[config.mk]
export PLATFORM = sky130hd
export DESIGN_NAME = dualDecodeStage
export DESIGN_NICKNAME = d
export VERILOG_FILES = /design/src/rtl/ctrlPkg.sv /design/src/rtl/isaPkg.sv /design/src/rtl/decodeIf.sv /design/src/rtl/armDecoder.sv /design/src/rtl/ctrlSelectReg.sv /design/src/rtl/dualDecodeStage.sv /design/src/rtl/flushShadowTimer.sv /design/src/rtl/isaModeFsm.sv /design/src/rtl/rvDecoder.sv
export VERILOG_INCLUDE_DIRS = /design/src /design/src/rtl
export SDC_FILE = /design/constraint.sdc
export NUM_CORES = 1
export LEC_CHECK = 0
export BUFFER_PORTS_ARGS = -buffer_cell sky130_fd_sc_hd__buf_2
export CORE_UTILIZATION = 45
export DETAILED_ROUTE_END_ITERATION = 12
export PLACE_DENSITY_LB_ADDON = 0.1
export SYNTH_ARGS = -nofsm -noshare
export SYNTH_HDL_FRONTEND = slang
export SYNTH_SLANG_ARGS = --single-unit
[constraint.sdc]
create_clock -name clk -period 7.6 [get_ports clk]
set_input_delay 0.38 -clock clk [delete_from_list [all_inputs] [get_ports clk]]
set_output_delay 0.38 -clock clk [all_outputs]
set_load 0.01 [all_outputs]
[src/rtl/decode_defs.svh]
`ifndef DECODE_DEFS_SVH
`define DECODE_DEFS_SVH

// fetched word, same size for both ISAs
`define INSTR_W 32

// edges after a flush during which fetched words are wrong-path
`define SHADOW_CYCLES 2

// ALU code width, ARM uses only the low 2 bits
`define ALU_W 4

`endif

[src/rtl/ctrlPkg.sv]
`default_nettype none

`include "decode_defs.svh"

package ctrlPkg;

  typedef logic [`ALU_W-1:0] aluCtrlT;
  typedef logic [2:0]        immSrcT;
  typedef logic [1:0]        memSizeT;
  typedef logic [1:0]        resultSrcT;
  typedef logic [1:0]        flagWriteT; // {NZ, CV}
  typedef logic [1:0]        regSrcT;
  typedef logic [$clog2(`SHADOW_CYCLES+1)-1:0] shadowCntT;

  typedef enum logic {modeRv, modeArm} isaModeT;

  localparam memSizeT sizeByte = 2'b00;
  localparam memSizeT sizeHalf = 2'b01;
  localparam memSizeT sizeWord = 2'b10;

  // ALU operations as seen by the execute stage
  localparam aluCtrlT aluAdd = 4'b0000;
  localparam aluCtrlT aluSub = 4'b0001;
  localparam aluCtrlT aluAnd = 4'b0010;
  localparam aluCtrlT aluOr  = 4'b0011;
  localparam aluCtrlT aluXor = 4'b0100;
  localparam aluCtrlT aluSlt = 4'b0101;
  localparam aluCtrlT aluLui = 4'b0110; // pass immediate
  localparam aluCtrlT aluSll = 4'b1000;
  localparam aluCtrlT aluSrl = 4'b1001;
  localparam aluCtrlT aluSra = 4'b1010;

endpackage

`default_nettype wire

[src/rtl/isaPkg.sv]
`default_nettype none

`include "decode_defs.svh"

package isaPkg;

  typedef logic [`INSTR_W-1:0] instrT;
  typedef logic [3:0]          condT;
  typedef logic [6:0]          rvOpT;
  typedef logic [1:0]          armOpT;

  localparam condT condAlways = 4'b1110; // ARM AL code

  // RV32I major opcodes
  localparam rvOpT rvOpLoad   = 7'b0000011;
  localparam rvOpT rvOpStore  = 7'b0100011;
  localparam rvOpT rvOpReg    = 7'b0110011;
  localparam rvOpT rvOpBranch = 7'b1100011;
  localparam rvOpT rvOpImm    = 7'b0010011;
  localparam rvOpT rvOpJal    = 7'b1101111;
  localparam rvOpT rvOpJalr   = 7'b1100111;
  localparam rvOpT rvOpLui    = 7'b0110111;
  localparam rvOpT rvOpAuipc  = 7'b0010111;

  // ARM op field, bits 27:26
  localparam armOpT armOpDp  = 2'b00;
  localparam armOpT armOpMem = 2'b01;
  localparam armOpT armOpBr  = 2'b10;

endpackage

`default_nettype wire

[src/rtl/decodeIf.sv]
`timescale 1ns/100ps
`default_nettype none

interface decodeIf;
  import isaPkg::*;
  import ctrlPkg::*;

  logic      accept;     // word is a supported instruction
  logic      regWrite;
  logic      memWrite;
  memSizeT   memSize;
  logic      memSigned;
  aluCtrlT   aluControl;
  logic      branch;
  logic      aluSrc;
  immSrcT    immSrc;
  resultSrcT resultSrc;
  condT      cond;
  logic      pcSrc;      // ARM
  flagWriteT flagWrite;  // ARM
  regSrcT    regSrc;     // ARM
  logic      pcRes;      // RISC-V
  logic      jump;       // RISC-V

  modport src (
    output accept, regWrite, memWrite, memSize, memSigned, aluControl, branch,
           aluSrc, immSrc, resultSrc, cond, pcSrc, flagWrite, regSrc, pcRes, jump
  );

  modport dst (
    input accept, regWrite, memWrite, memSize, memSigned, aluControl, branch,
          aluSrc, immSrc, resultSrc, cond, pcSrc, flagWrite, regSrc, pcRes, jump
  );

endinterface

`default_nettype wire

[src/rtl/armDecoder.sv]
`timescale 1ns/100ps
`default_nettype none

module armDecoder (
  input  isaPkg::instrT instr,
  decodeIf.src          ctrl
);
  import isaPkg::*;
  import ctrlPkg::*;

  armOpT      op;
  logic [5:0] funct;
  logic [3:0] rd;
  logic       aluOp;     // data-processing word
  logic       memToReg;
  logic [1:0] immSel;
  logic [1:0] aluSel;
  logic       mainOk;
  logic       aluOk;

  assign op    = instr[27:26];
  assign funct = instr[25:20];
  assign rd    = instr[15:12];

  // main decoder
  always_comb begin
    mainOk        = 1'b1;
    aluOp         = 1'b0;
    memToReg      = 1'b0;
    immSel        = 2'b00;
    ctrl.regSrc   = 2'b00;
    ctrl.aluSrc   = 1'b0;
    ctrl.regWrite = 1'b0;
    ctrl.memWrite = 1'b0;
    ctrl.branch   = 1'b0;
    case (op)
      armOpDp: begin
        ctrl.aluSrc   = funct[5]; // I bit
        ctrl.regWrite = 1'b1;
        aluOp         = 1'b1;
      end
      armOpMem: begin
        immSel        = 2'b01;    // 12-bit offset
        ctrl.aluSrc   = 1'b1;
        memToReg      = funct[0];
        ctrl.regWrite = funct[0]; // LDR
        ctrl.memWrite = ~funct[0]; // STR
        ctrl.regSrc   = {~funct[0], 1'b0}; // STR reads Rd as data
      end
      armOpBr: begin
        immSel      = 2'b10;      // 24-bit word offset
        ctrl.aluSrc = 1'b1;
        ctrl.branch = 1'b1;
        ctrl.regSrc = 2'b01;      // PC as Rn
      end
      default: mainOk = 1'b0;
    endcase
  end

  // DP ALU decoder
  always_comb begin
    aluOk          = 1'b1;
    aluSel         = 2'b00;       // add for address and branch target
    ctrl.flagWrite = 2'b00;
    if (aluOp) begin
      case (funct[4:1])
        4'b0100: aluSel = 2'b00;  // ADD
        4'b0010: aluSel = 2'b01;  // SUB
        4'b0000: aluSel = 2'b10;  // AND
        4'b1100: aluSel = 2'b11;  // ORR
        default: aluOk = 1'b0;
      endcase
      ctrl.flagWrite[1] = funct[0];              // S bit sets NZ
      ctrl.flagWrite[0] = funct[0] & ~aluSel[1]; // CV for arithmetic only
    end
  end

  assign ctrl.accept     = mainOk & aluOk;
  assign ctrl.aluControl = aluCtrlT'(aluSel);
  assign ctrl.immSrc     = immSrcT'(immSel);
  assign ctrl.resultSrc  = resultSrcT'(memToReg);
  assign ctrl.memSize    = sizeWord;
  assign ctrl.memSigned  = 1'b0;
  assign ctrl.cond       = instr[31:28];
  assign ctrl.pcSrc      = (rd == 4'hF) & ctrl.regWrite; // write to R15
  assign ctrl.pcRes      = 1'b0;
  assign ctrl.jump       = 1'b0;

endmodule

`default_nettype wire

[src/rtl/ctrlSelectReg.sv]
`timescale 1ns/100ps
`default_nettype none

module ctrlSelectReg (
  input  logic               clk,
  input  logic               arstN,
  input  logic               stall,
  input  logic               flush,
  input  logic               wordValid,
  input  logic               shadow,
  input  logic               illegal,
  input  ctrlPkg::isaModeT   mode,
  decodeIf.dst               rvCtrl,
  decodeIf.dst               armCtrl,
  output logic               validE,
  output logic               illegalE,
  output logic               armE,
  output logic               regWriteE,
  output logic               memWriteE,
  output ctrlPkg::memSizeT   memSizeE,
  output logic               memSignedE,
  output ctrlPkg::aluCtrlT   aluControlE,
  output logic               branchE,
  output logic               aluSrcE,
  output ctrlPkg::immSrcT    immSrcE,
  output ctrlPkg::resultSrcT resultSrcE,
  output isaPkg::condT       condE,
  output logic               pcSrcE,
  output ctrlPkg::flagWriteT flagWriteE,
  output ctrlPkg::regSrcT    regSrcE,
  output logic               pcResE,
  output logic               jumpE
);
  import ctrlPkg::*;

  logic isArm;
  logic live;   // word takes effect
  logic keep;   // live and legal
  logic armKeep;

  assign isArm   = (mode == modeArm);
  assign live    = wordValid & ~shadow;
  assign keep    = live & ~illegal;
  assign armKeep = keep & isArm;

  always_ff @(posedge clk or negedge arstN) begin
    if (!arstN) begin
      validE     <= 1'b0;
      illegalE   <= 1'b0;
      armE       <= 1'b0;
      regWriteE  <= 1'b0;
      memWriteE  <= 1'b0;
      branchE    <= 1'b0;
      jumpE      <= 1'b0;
      pcSrcE     <= 1'b0;
      flagWriteE <= '0;
    end else if (flush) begin
      validE     <= 1'b0;
      illegalE   <= 1'b0;
      regWriteE  <= 1'b0;
      memWriteE  <= 1'b0;
      branchE    <= 1'b0;
      jumpE      <= 1'b0;
      pcSrcE     <= 1'b0;
      flagWriteE <= '0;
    end else if (!stall) begin
      validE     <= live;
      illegalE   <= illegal;
      armE       <= isArm;
      regWriteE  <= keep & (isArm ? armCtrl.regWrite : rvCtrl.regWrite);
      memWriteE  <= keep & (isArm ? armCtrl.memWrite : rvCtrl.memWrite);
      branchE    <= keep & (isArm ? armCtrl.branch : rvCtrl.branch);
      jumpE      <= keep & ~isArm & rvCtrl.jump;
      pcSrcE     <= armKeep & armCtrl.pcSrc;
      flagWriteE <= armKeep ? armCtrl.flagWrite : '0;
    end
  end

  // data fields, meaningful only alongside validE
  always_ff @(posedge clk) begin
    if (!stall) begin
      memSizeE    <= isArm ? armCtrl.memSize : rvCtrl.memSize;
      memSignedE  <= isArm ? armCtrl.memSigned : rvCtrl.memSigned;
      aluControlE <= isArm ? armCtrl.aluControl : rvCtrl.aluControl;
      aluSrcE     <= isArm ? armCtrl.aluSrc : rvCtrl.aluSrc;
      immSrcE     <= isArm ? armCtrl.immSrc : rvCtrl.immSrc;
      resultSrcE  <= isArm ? armCtrl.resultSrc : rvCtrl.resultSrc;
      condE       <= isArm ? armCtrl.cond : rvCtrl.cond;
      regSrcE     <= armCtrl.regSrc;
      pcResE      <= rvCtrl.pcRes;
    end
  end

endmodule

`default_nettype wire

[src/rtl/dualDecodeStage.sv]
`timescale 1ns/100ps
`default_nettype none

module dualDecodeStage (
  input  logic               clk,
  input  logic               arstN,
  input  isaPkg::instrT      instr,
  input  logic               instrValid,
  input  logic               stall,
  input  logic               flush,
  output logic               validE,
  output logic               illegalE,
  output logic               armE,
  output logic               regWriteE,
  output logic               memWriteE,
  output ctrlPkg::memSizeT   memSizeE,
  output logic               memSignedE,
  output ctrlPkg::aluCtrlT   aluControlE,
  output logic               branchE,
  output logic               aluSrcE,
  output ctrlPkg::immSrcT    immSrcE,
  output ctrlPkg::resultSrcT resultSrcE,
  output isaPkg::condT       condE,
  output logic               pcSrcE,
  output ctrlPkg::flagWriteT flagWriteE,
  output ctrlPkg::regSrcT    regSrcE,
  output logic               pcResE,
  output logic               jumpE
);
  import isaPkg::*;
  import ctrlPkg::*;

  instrT   instrD;     // fetch-to-decode register
  logic    validD;
  logic    wordValid;
  logic    shadow;
  logic    illegal;
  isaModeT mode;

  decodeIf rvCtrl ();
  decodeIf armCtrl ();

  always_ff @(posedge clk or negedge arstN) begin
    if (!arstN) begin
      validD <= 1'b0;
    end else if (flush) begin
      validD <= 1'b0;
    end else if (!stall) begin
      validD <= instrValid;
    end
  end

  always_ff @(posedge clk) begin
    if (!stall) begin
      instrD <= instr;
    end
  end

  // a word being flushed must not steer the mode
  assign wordValid = validD & ~flush;

  rvDecoder uRvDec (
    .instr (instrD),
    .ctrl  (rvCtrl)
  );

  armDecoder uArmDec (
    .instr (instrD),
    .ctrl  (armCtrl)
  );

  isaModeFsm uModeFsm (.*);

  flushShadowTimer uShadow (.*);

  ctrlSelectReg uCtrlReg (.*);

endmodule

`default_nettype wire

[src/rtl/flushShadowTimer.sv]
`timescale 1ns/100ps
`default_nettype none

`include "decode_defs.svh"

module flushShadowTimer (
  input  logic clk,
  input  logic arstN,
  input  logic flush,
  output logic shadow
);
  import ctrlPkg::*;

  shadowCntT count;

  always_ff @(posedge clk or negedge arstN) begin
    if (!arstN) begin
      count <= '0;
    end else if (flush) begin
      count <= shadowCntT'(`SHADOW_CYCLES); // restart on every flush
    end else if (count != '0) begin
      count <= count - 1'b1;                // runs through stalls
    end
  end

  assign shadow = (count != '0);

endmodule

`default_nettype wire

[src/rtl/isaModeFsm.sv]
`timescale 1ns/100ps
`default_nettype none

module isaModeFsm (
  input  logic             clk,
  input  logic             arstN,
  input  logic             wordValid,
  input  logic             shadow,
  decodeIf.dst             rvCtrl,
  decodeIf.dst             armCtrl,
  output ctrlPkg::isaModeT mode,
  output logic             illegal
);
  import ctrlPkg::*;

  isaModeT modeQ;
  isaModeT modeNext;
  logic    decide;    // word may steer the mode

  assign decide = wordValid & ~shadow;

  always_comb begin
    case ({rvCtrl.accept, armCtrl.accept})
      2'b10:   modeNext = modeRv;
      2'b01:   modeNext = modeArm;
      default: modeNext = modeQ;  // both or neither
    endcase
  end

  always_ff @(posedge clk or negedge arstN) begin
    if (!arstN) begin
      modeQ <= modeRv;
    end else if (decide) begin
      modeQ <= modeNext;
    end
  end

  assign mode    = decide ? modeNext : modeQ;
  assign illegal = decide & ~rvCtrl.accept & ~armCtrl.accept;

endmodule

`default_nettype wire

[src/rtl/rvDecoder.sv]
`timescale 1ns/100ps
`default_nettype none

module rvDecoder (
  input  isaPkg::instrT instr,
  decodeIf.src          ctrl
);
  import isaPkg::*;
  import ctrlPkg::*;

  rvOpT       opcode;
  logic [2:0] funct3;
  logic       funct7b5;
  logic       rTypeSub;
  logic [1:0] aluOp;
  logic       mainOk;
  logic       aluOk;

  assign opcode   = instr[6:0];
  assign funct3   = instr[14:12];
  assign funct7b5 = instr[30];
  assign rTypeSub = funct7b5 & instr[5]; // addi has no sub form

  // main decoder
  always_comb begin
    mainOk         = 1'b1;
    aluOp          = 2'b00;
    ctrl.regWrite  = 1'b0;
    ctrl.memWrite  = 1'b0;
    ctrl.memSize   = sizeWord;
    ctrl.memSigned = 1'b0;
    ctrl.branch    = 1'b0;
    ctrl.aluSrc    = 1'b0;
    ctrl.immSrc    = 3'b000;  // I-type
    ctrl.resultSrc = 2'b00;   // ALU result
    ctrl.jump      = 1'b0;
    ctrl.pcRes     = 1'b0;
    case (opcode)
      rvOpLoad: begin
        ctrl.regWrite  = 1'b1;
        ctrl.aluSrc    = 1'b1;
        ctrl.resultSrc = 2'b01;  // memory data
        case (funct3)
          3'b000:  {ctrl.memSigned, ctrl.memSize} = {1'b1, sizeByte}; // lb
          3'b001:  {ctrl.memSigned, ctrl.memSize} = {1'b1, sizeHalf}; // lh
          3'b010:  {ctrl.memSigned, ctrl.memSize} = {1'b0, sizeWord}; // lw
          3'b100:  {ctrl.memSigned, ctrl.memSize} = {1'b0, sizeByte}; // lbu
          3'b101:  {ctrl.memSigned, ctrl.memSize} = {1'b0, sizeHalf}; // lhu
          default: mainOk = 1'b0;
        endcase
      end
      rvOpStore: begin
        ctrl.memWrite = 1'b1;
        ctrl.aluSrc   = 1'b1;
        ctrl.immSrc   = 3'b001;  // S-type
        case (funct3)
          3'b000:  ctrl.memSize = sizeByte;
          3'b001:  ctrl.memSize = sizeHalf;
          3'b010:  ctrl.memSize = sizeWord;
          default: mainOk = 1'b0;
        endcase
      end
      rvOpReg: begin
        ctrl.regWrite = 1'b1;
        aluOp         = 2'b10;
      end
      rvOpBranch: begin
        ctrl.branch = 1'b1;
        ctrl.immSrc = 3'b010;    // B-type
        aluOp       = 2'b01;     // compare by subtract
      end
      rvOpImm: begin
        ctrl.regWrite = 1'b1;
        ctrl.aluSrc   = 1'b1;
        aluOp         = 2'b10;
      end
      rvOpJal: begin
        ctrl.regWrite  = 1'b1;
        ctrl.immSrc    = 3'b011; // J-type
        ctrl.resultSrc = 2'b10;  // link address
        ctrl.jump      = 1'b1;
      end
      rvOpJalr: begin
        ctrl.regWrite  = 1'b1;
        ctrl.aluSrc    = 1'b1;
        ctrl.resultSrc = 2'b10;
        ctrl.jump      = 1'b1;   // target from ALU
      end
      rvOpLui: begin
        ctrl.regWrite = 1'b1;
        ctrl.aluSrc   = 1'b1;
        ctrl.immSrc   = 3'b111;  // U-type
        aluOp         = 2'b11;
      end
      rvOpAuipc: begin
        ctrl.regWrite  = 1'b1;
        ctrl.aluSrc    = 1'b1;
        ctrl.immSrc    = 3'b111;
        ctrl.resultSrc = 2'b10;
        ctrl.pcRes     = 1'b1;   // pc plus upper immediate
      end
      default: mainOk = 1'b0;
    endcase
  end

  // ALU decoder
  always_comb begin
    aluOk = 1'b1;
    case (aluOp)
      2'b00: ctrl.aluControl = aluAdd;
      2'b01: ctrl.aluControl = aluSub;
      2'b11: ctrl.aluControl = aluLui;
      default: begin
        case (funct3)
          3'b000: ctrl.aluControl = rTypeSub ? aluSub : aluAdd;
          3'b001: ctrl.aluControl = aluSll;
          3'b010: ctrl.aluControl = aluSlt;
          3'b100: ctrl.aluControl = aluXor;
          3'b101: ctrl.aluControl = funct7b5 ? aluSra : aluSrl;
          3'b110: ctrl.aluControl = aluOr;
          3'b111: ctrl.aluControl = aluAnd;
          default: begin
            ctrl.aluControl = aluAdd;
            aluOk           = 1'b0; // no unsigned compare in the ALU
          end
        endcase
      end
    endcase
  end

  assign ctrl.accept    = mainOk & aluOk;
  assign ctrl.cond      = condAlways;
  assign ctrl.pcSrc     = 1'b0;  // ARM fields unused here
  assign ctrl.flagWrite = '0;
  assign ctrl.regSrc    = '0;

endmodule

`default_nettype wire
# Word level (Yosys, flattened, before mapping)
# Cells that the tools add are included.
[classes]
add_sub_neg = 1
eq_ne = 26
muxes = 67
bitwise_logic = 27
reduce_logical = 25
[op_table]
columns = ["op", "n"]
rows = [
  ["1-bit 2-to-1 mux", 41],
  ["4-bit case mux with 7 select lines", 1],
  ["2-bit case mux with 2 select lines", 6],
  ["2-bit 2-to-1 mux", 11],
  ["7-bit by 6-bit equality test with 1-bit output (second input constant)", 3],
  ["7-bit equality test (second input constant)", 3],
  ["7-bit OR reduction", 3],
  ["1-bit bitwise AND", 17],
  ["2-bit OR reduction", 8],
  ["7-bit by 5-bit equality test with 1-bit output (second input constant)", 2],
  ["3-bit equality test (second input constant)", 4],
  ["2-bit case mux with 3 select lines", 2],
  ["3-bit case mux with 4 select lines", 1],
  ["4-bit case mux with 3 select lines", 1],
  ["3-bit OR reduction", 4],
  ["1-bit NOT", 10],
  ["4-bit equality test (second input constant)", 2],
  ["7-bit by 2-bit equality test with 1-bit output (second input constant)", 1],
  ["2-bit by 1-bit equality test with 1-bit output (second input constant)", 3],
  ["2-bit equality test (second input constant)", 3],
  ["1-bit case mux with 2 select lines", 3],
  ["6-bit OR reduction", 1],
  ["5-bit OR reduction", 1],
  ["4-bit by 2-bit equality test with 1-bit output (second input constant)", 1],
  ["other kinds (12)", 14],
]
[word_totals]
reg_bits = 66
input_bits = 37
out_inout_bits = 30
elab_cells = 171

# Longest topological paths before layout
[logic_depth]
ltp_word = 16
depth_mapped = 13
ltp_nobuf = 11

# Modules after synthesis
# Synthesis repeated with hierarchy kept, for this count alone.
[unflattened]
cells_unflattened = 260
area_unflattened_um2 = 3393.3
[modules_own_cells]
columns = ["module", "instances", "cells_each", "area_each_um2", "seq_area_each_um2"]
rows = [
  ["ctrlSelectReg", 1, 83, 1336.3, 850.8],
  ["dualDecodeStage", 1, 37, 1009.7, 985.9],
  ["rvDecoder", 1, 78, 519.2, 0.0],
  ["armDecoder", 1, 45, 342.8, 0.0],
  ["flushShadowTimer", 1, 11, 107.6, 50.0],
  ["isaModeFsm", 1, 6, 77.6, 25.0],
]

# Worst setup path after synthesis
# Ideal clock, no wire load.
[synth_timing]
path_kind = "register to register"
start = "reg instrD[2]"
end = "reg uCtrlReg.resultSrcE[0], data pin"
arrival_time_ns = 2.528
required_ns = 7.332
path_slack_ns = 4.804
stages_incl_launch_ff = 12
path_buffers = 2
synth_period_minus_slack_ns = 2.796
path_cell_list = "edfxtp_1 -> clkbuf_1 -> nor4_1 -> a221o_2 -> nand2_1 -> ha_1 -> and4bb_2 -> mux2i_1 -> inv_2 -> clkbuf_1 -> nand3_1 -> o21ai_0"
[synth_via]
elab_chain_cells = 11
elab_cells_between_ends = 26
cone_classes = "eq/ne: 13; mux: 7; bitwise: 1; reduce/logical: 5"
[synth_rtl]
columns = ["item", "line_no", "source"]
rows = [
  ["start: declaration", "dualDecodeStage.sv:33", "instrT instrD;"],
  ["start signal: assignment", "dualDecodeStage.sv:55", "instrD <= instr;"],
  ["7-bit by 6-bit equality test with 1-bit output or 7-bit by 5-bit equality test with 1-bit output (tied branches)", "rvDecoder.sv:38", "case (opcode)"],
  ["2-bit OR reduction (no source line)", "-", ""],
  ["2-bit case mux with 3 select lines", "rvDecoder.sv:38", ""],
  ["2-bit by 1-bit equality test with 1-bit output, or another cell as far along", "rvDecoder.sv:109", "case (aluOp)"],
  ["3-bit OR reduction (no source line)", "-", ""],
  ["1-bit 2-to-1 mux", "rvDecoder.sv:109", ""],
  ["1-bit bitwise AND (*)", "rvDecoder.sv:131", "assign ctrl.accept = mainOk & aluOk;"],
  ["2-bit by 1-bit equality test with 1-bit output or 2-bit equality test (tied branches)", "isaModeFsm.sv:23", "case ({rvCtrl.accept, armCtrl.accept})"],
  ["1-bit case mux with 2 select lines (*)", "isaModeFsm.sv:23", ""],
  ["1-bit 2-to-1 mux (*)", "-", ""],
  ["net mode", "dualDecodeStage.sv:38", "isaModeT mode;"],
  ["1-bit 2-to-1 mux (*)", "ctrlSelectReg.sv:87", "resultSrcE <= isArm ? armCtrl.resultSrc : rvCtrl.resultSrc;"],
  ["end signal: assignment", "ctrlSelectReg.sv:87", ""],
  ["end: declaration", "ctrlSelectReg.sv:26", "output ctrlPkg::resultSrcT resultSrcE,"],
]
# The timed path passes the listed nets; every way through them passes the cells marked *.
# A chain may end at the register's enable or synchronous reset.

# Worst setup path after layout
[layout_timing]
start = "reg instrD[3]"
end = "reg uCtrlReg.regWriteE"
[layout_via]
elab_chain_cells = 15
elab_cells_between_ends = 34
cone_classes = "eq/ne: 13; mux: 9; bitwise: 7; reduce/logical: 5"
[layout_rtl]
columns = ["item", "line_no", "source"]
rows = [
  ["branches (longest 12 deep; another with 7-bit by 6-bit equality test with 1-bit output)", "-", ""],
  ["1-bit bitwise AND (*)", "ctrlSelectReg.sv:70", "regWriteE <= keep & (isArm ? armCtrl.regWrite : rvCtrl.regWrite);"],
  ["1-bit 2-to-1 mux (*)", "ctrlSelectReg.sv:66", "end else if (!stall) begin"],
  ["1-bit 2-to-1 mux (*)", "ctrlSelectReg.sv:57", "end else if (flush) begin"],
  ["end signal: assignment", "ctrlSelectReg.sv:70", ""],
  ["end: declaration", "ctrlSelectReg.sv:18", "output logic regWriteE,"],
]
# Every way passes the cells marked *. The select of a mux whose other input is x is not followed.

==> reports/metrics.csv <==
stage,metric,value,unit
sta,hold_slack,0.218,ns
global_routing,grt_pass1_vias,1536,
logic_synthesis,synthArstFlopShare,0.246,
worst_setup_path,path_class,flop to flop,
logic_synthesis,synthFlopType,edfxtp_1,
sta,skew,0.00508,ns
placement,gp_congestion,0.807,
clock_network,clk_pin_slew,0.06,ns
worst_setup_path,critPathLaunchType,flop,
logic_synthesis,synthXorXnorAreaFrac,0.00704,
route,drc,0,
logic_synthesis,synth_top_family_by_area,simple AND/OR/NAND/NOR gates,
sta,layout_min_cycle_time,3.22,ns
power,irDropWorstVdd,0.134,mV
logic_synthesis,synthMuxAreaShare,0.00805,
clock_network,cts_buffers,9,
worst_setup_path,path_max_fanout,22,
logic_synthesis,synth_seq_cells,57,
die,initial_utilization,0.478,
logic_synthesis,synth-seq-area-share,0.660,
logic_synthesis,synth_fa_ha_area_frac,0.0352,
sta,setup-tns-final,0,ns
sta,maxSlewHeadroom,0.550,
logic_synthesis,synthSimpleGateAreaFrac,0.141,
global_routing,grt_pass1_wl,7240,µm
logic_synthesis,synth_edf_count,43,
cells_and_area,synthToLayoutAreaGrowth,22.6,%
cells_and_area,nets,299,
die,die_area,5830,µm²
worst_setup_path,required,7.82,ns
route,vias,1659,
run_status,run_status,finished clean,
sta,finalSetupViolCount,0,
placement,port_buffers,57,
logic_synthesis,synthesis.area,2490,µm²
route,wire_per_inst,13.6,µm
power,p_leak,1.29,nW
die,die_h,76.3,µm
global_routing,grt.overflow.total,0,
logic_synthesis,syn_inst,192,
clock_network,cts.sinks,57,
sta,slew_viol_final,0,
worst_setup_path,endpoint_kind,flop,
sta,finalHoldViolCount,0,
sta,tightest_slew,0.669,ns
die,die_w,76.3,µm
logic_synthesis,synth.distinct_cells,46,
cells_and_area,final_cell_mix,"57 x buf_2, 43 x edfxtp_1, 20 x nor2_1",
logic_synthesis,syn_avg_cell_area,13.0,µm²
route,drtAntennaViolNets,0,
clock_network,htreeDepth,3,
placement,placed_area,2840,µm²
cells_and_area,final_cell_area,3050,µm²
placement,hpwl,3150,µm
sta,rsz0062_at_grt,false,
worst_setup_path,cp.arrival,3.44,ns
global_routing,grt_use_total,0.168,
clock_network,cts_tree,done,
power,cellPowerDensity,262,nW/µm²
route,drtIter0Drc,59,
clock_network,cts_root_buf,clkbuf_8,
die,core.rowCount,26,
cells_and_area,n_antenna_cell,0,
clock_network,post_cts_buffers,0,
global_routing,grt_max_degree,45,
sta,finalCritPeriodShare,0.424,
power,power,0.799,mW
route,drt_wl_total,4500,µm
clock_network,clock_path_buffers,2,
global_routing,antenna_found_initial,0,
flow_run,drv_cap,0,
route,firstDrtPassIters,4,
die,core-area,5200,µm²
cells_and_area,drive_above_1_share,0.300,
route,viasPerCell,5.03,
hold_path,worstHoldPathType,input port to flop,
die,io_pins,67,
cells_and_area,mostFrequentLayoutCell,buf_2,
sta,fmax,310,MHz
clock_network,worst_skew_pair.late_latency,0.33,ns
cells_and_area,fill_cells,453,
cells_and_area,fin_cells,330,
logic_synthesis,synth_compound_area_frac,0.120,
placement,place_inst,313,
logic_synthesis,yosys_warnings,0,
logic_synthesis,syn_nets,236,
sequential cells by signal, indices dropped and copies added (netlist names), 2 cells and up:
| register | cells |
|---|---|
| uCtrlReg.memSizeE | 2 |
| uCtrlReg.regSrcE | 2 |
| uCtrlReg.resultSrcE | 2 |
| instrD | 23 |
| uCtrlReg.aluControlE | 4 |
| uCtrlReg.flagWriteE | 2 |
| uCtrlReg.condE | 4 |
| uShadow.count | 2 |
| uCtrlReg.immSrcE | 3 |
kinds of logic (layout without fill, tap and decap cells):
logic type      Yosys count  after routing
mux                       2              2
simple gates             65             65
buf+inv                  17             85
compound gates           42             42
flops                    57             57
fa+ha+maj                 7              7
xor+xnor                  2              2
path summary, 6_finish.rpt:
kind,depth (start not counted),end,slack (ns),startpoint
setup / recovery,11,uCtrlReg.regWriteE$_DFFE_PN0P_,4.38,instrD[3]$_DFFE_PN_
hold / removal,1,instrD[23]$_DFFE_PN_,0.22,instr[23]
setup reg to reg,11,uCtrlReg.regWriteE$_DFFE_PN0P_,4.38,instrD[3]$_DFFE_PN_
hold reg to reg,1,uShadow.count[1]$_DFFE_PN0P_,0.49,uShadow.count[1]$_DFFE_PN0P_
max in group asynchronous,2,uCtrlReg.regWriteE$_DFFE_PN0P_,6.89,arstN
min in group asynchronous,2,uCtrlReg.jumpE$_DFFE_PN0P_,0.47,arstN
area by class of cell:
cell class / count / area [µm²] / share of cell area
Inverter: 9 / 33.8 / 0.0111
Sequential cell: 57 / 1640 / 0.538
Clock buffer: 12 / 135 / 0.0443
Timing Repair Buffer: 60 / 310 / 0.102
Clock inverter: 4 / 67.6 / 0.0221
Tap cell: 70 / 87.6 / 0.0287
Multi-Input combinational cell: 118 / 774 / 0.254
Yosys cell counts, types with 2 or more instances:
library cell | n | area [µm²]
mux2i_1 | 2 | 20.0
nor2_1 | 20 | 75.1
nor2b_1 | 3 | 18.8
a31oi_1 | 3 | 18.8
inv_1 | 6 | 22.5
nand2b_1 | 4 | 25.0
xor2_1 | 2 | 17.5
nor4_1 | 3 | 18.8
nand3_1 | 3 | 15.0
a211o_1 | 2 | 17.5
o21ai_1 | 2 | 10.0
o21ai_0 | 5 | 25.0
inv_2 | 2 | 7.51
edfxtp_1 | 43 | 1290
o22ai_1 | 2 | 12.5
a22oi_1 | 2 | 15.0
nand2_1 | 14 | 52.6
a32oi_1 | 2 | 17.5
clkbuf_1 | 2 | 7.51
nor3_1 | 6 | 30.0
ha_1 | 7 | 87.6
a21oi_1 | 10 | 50.1
dfrtp_1 | 14 | 350
buf_2 | 6 | 30.0
a22o_1 | 6 | 52.6
timing repair:
action | 4_1_cts | 5_1_grt
hold endpoints to repair | 14 | 0
gates resized for setup | 0 | 0
hold buffers | 1 | 0
per-layer routing:
metal  GRT usage  wire [µm]  part of all wire
met5           0          0                 0
met2       0.255       1960              0.44
met1       0.213       2200              0.49
met4       0.115        130             0.029
met3      0.0395        210             0.047
power breakdown:
group	total (mW)	internal [mW]	switching, mW
Clock	0.293	0.183	0.111
Sequential	0.388	0.371	0.0175
Combinational	0.117	0.0458	0.0714
worst max-delay path: stages, from the launching register on:
cell      delay, ns
edfxtp_1       0.43
nand3b_4       0.22
nor4_1         0.53
a221o_2        0.31
nand2_1        0.06
ha_1           0.26
and4bb_2       0.31
mux2i_1        0.25
inv_2          0.21
nor3_1         0.25
a22oi_1        0.10
a22o_1         0.19
stage by stage:
step	setup slack (ns)	utilization
2_1_floorplan	4.80	-
3_3_place_gp	4.37	0.545
3_5_place_dp	4.37	0.545
4_1_cts	4.35	0.586
5_1_grt	4.15	0.586
6_report	4.38	0.586
No activity file was read; power rests on OpenSTA's default activity.
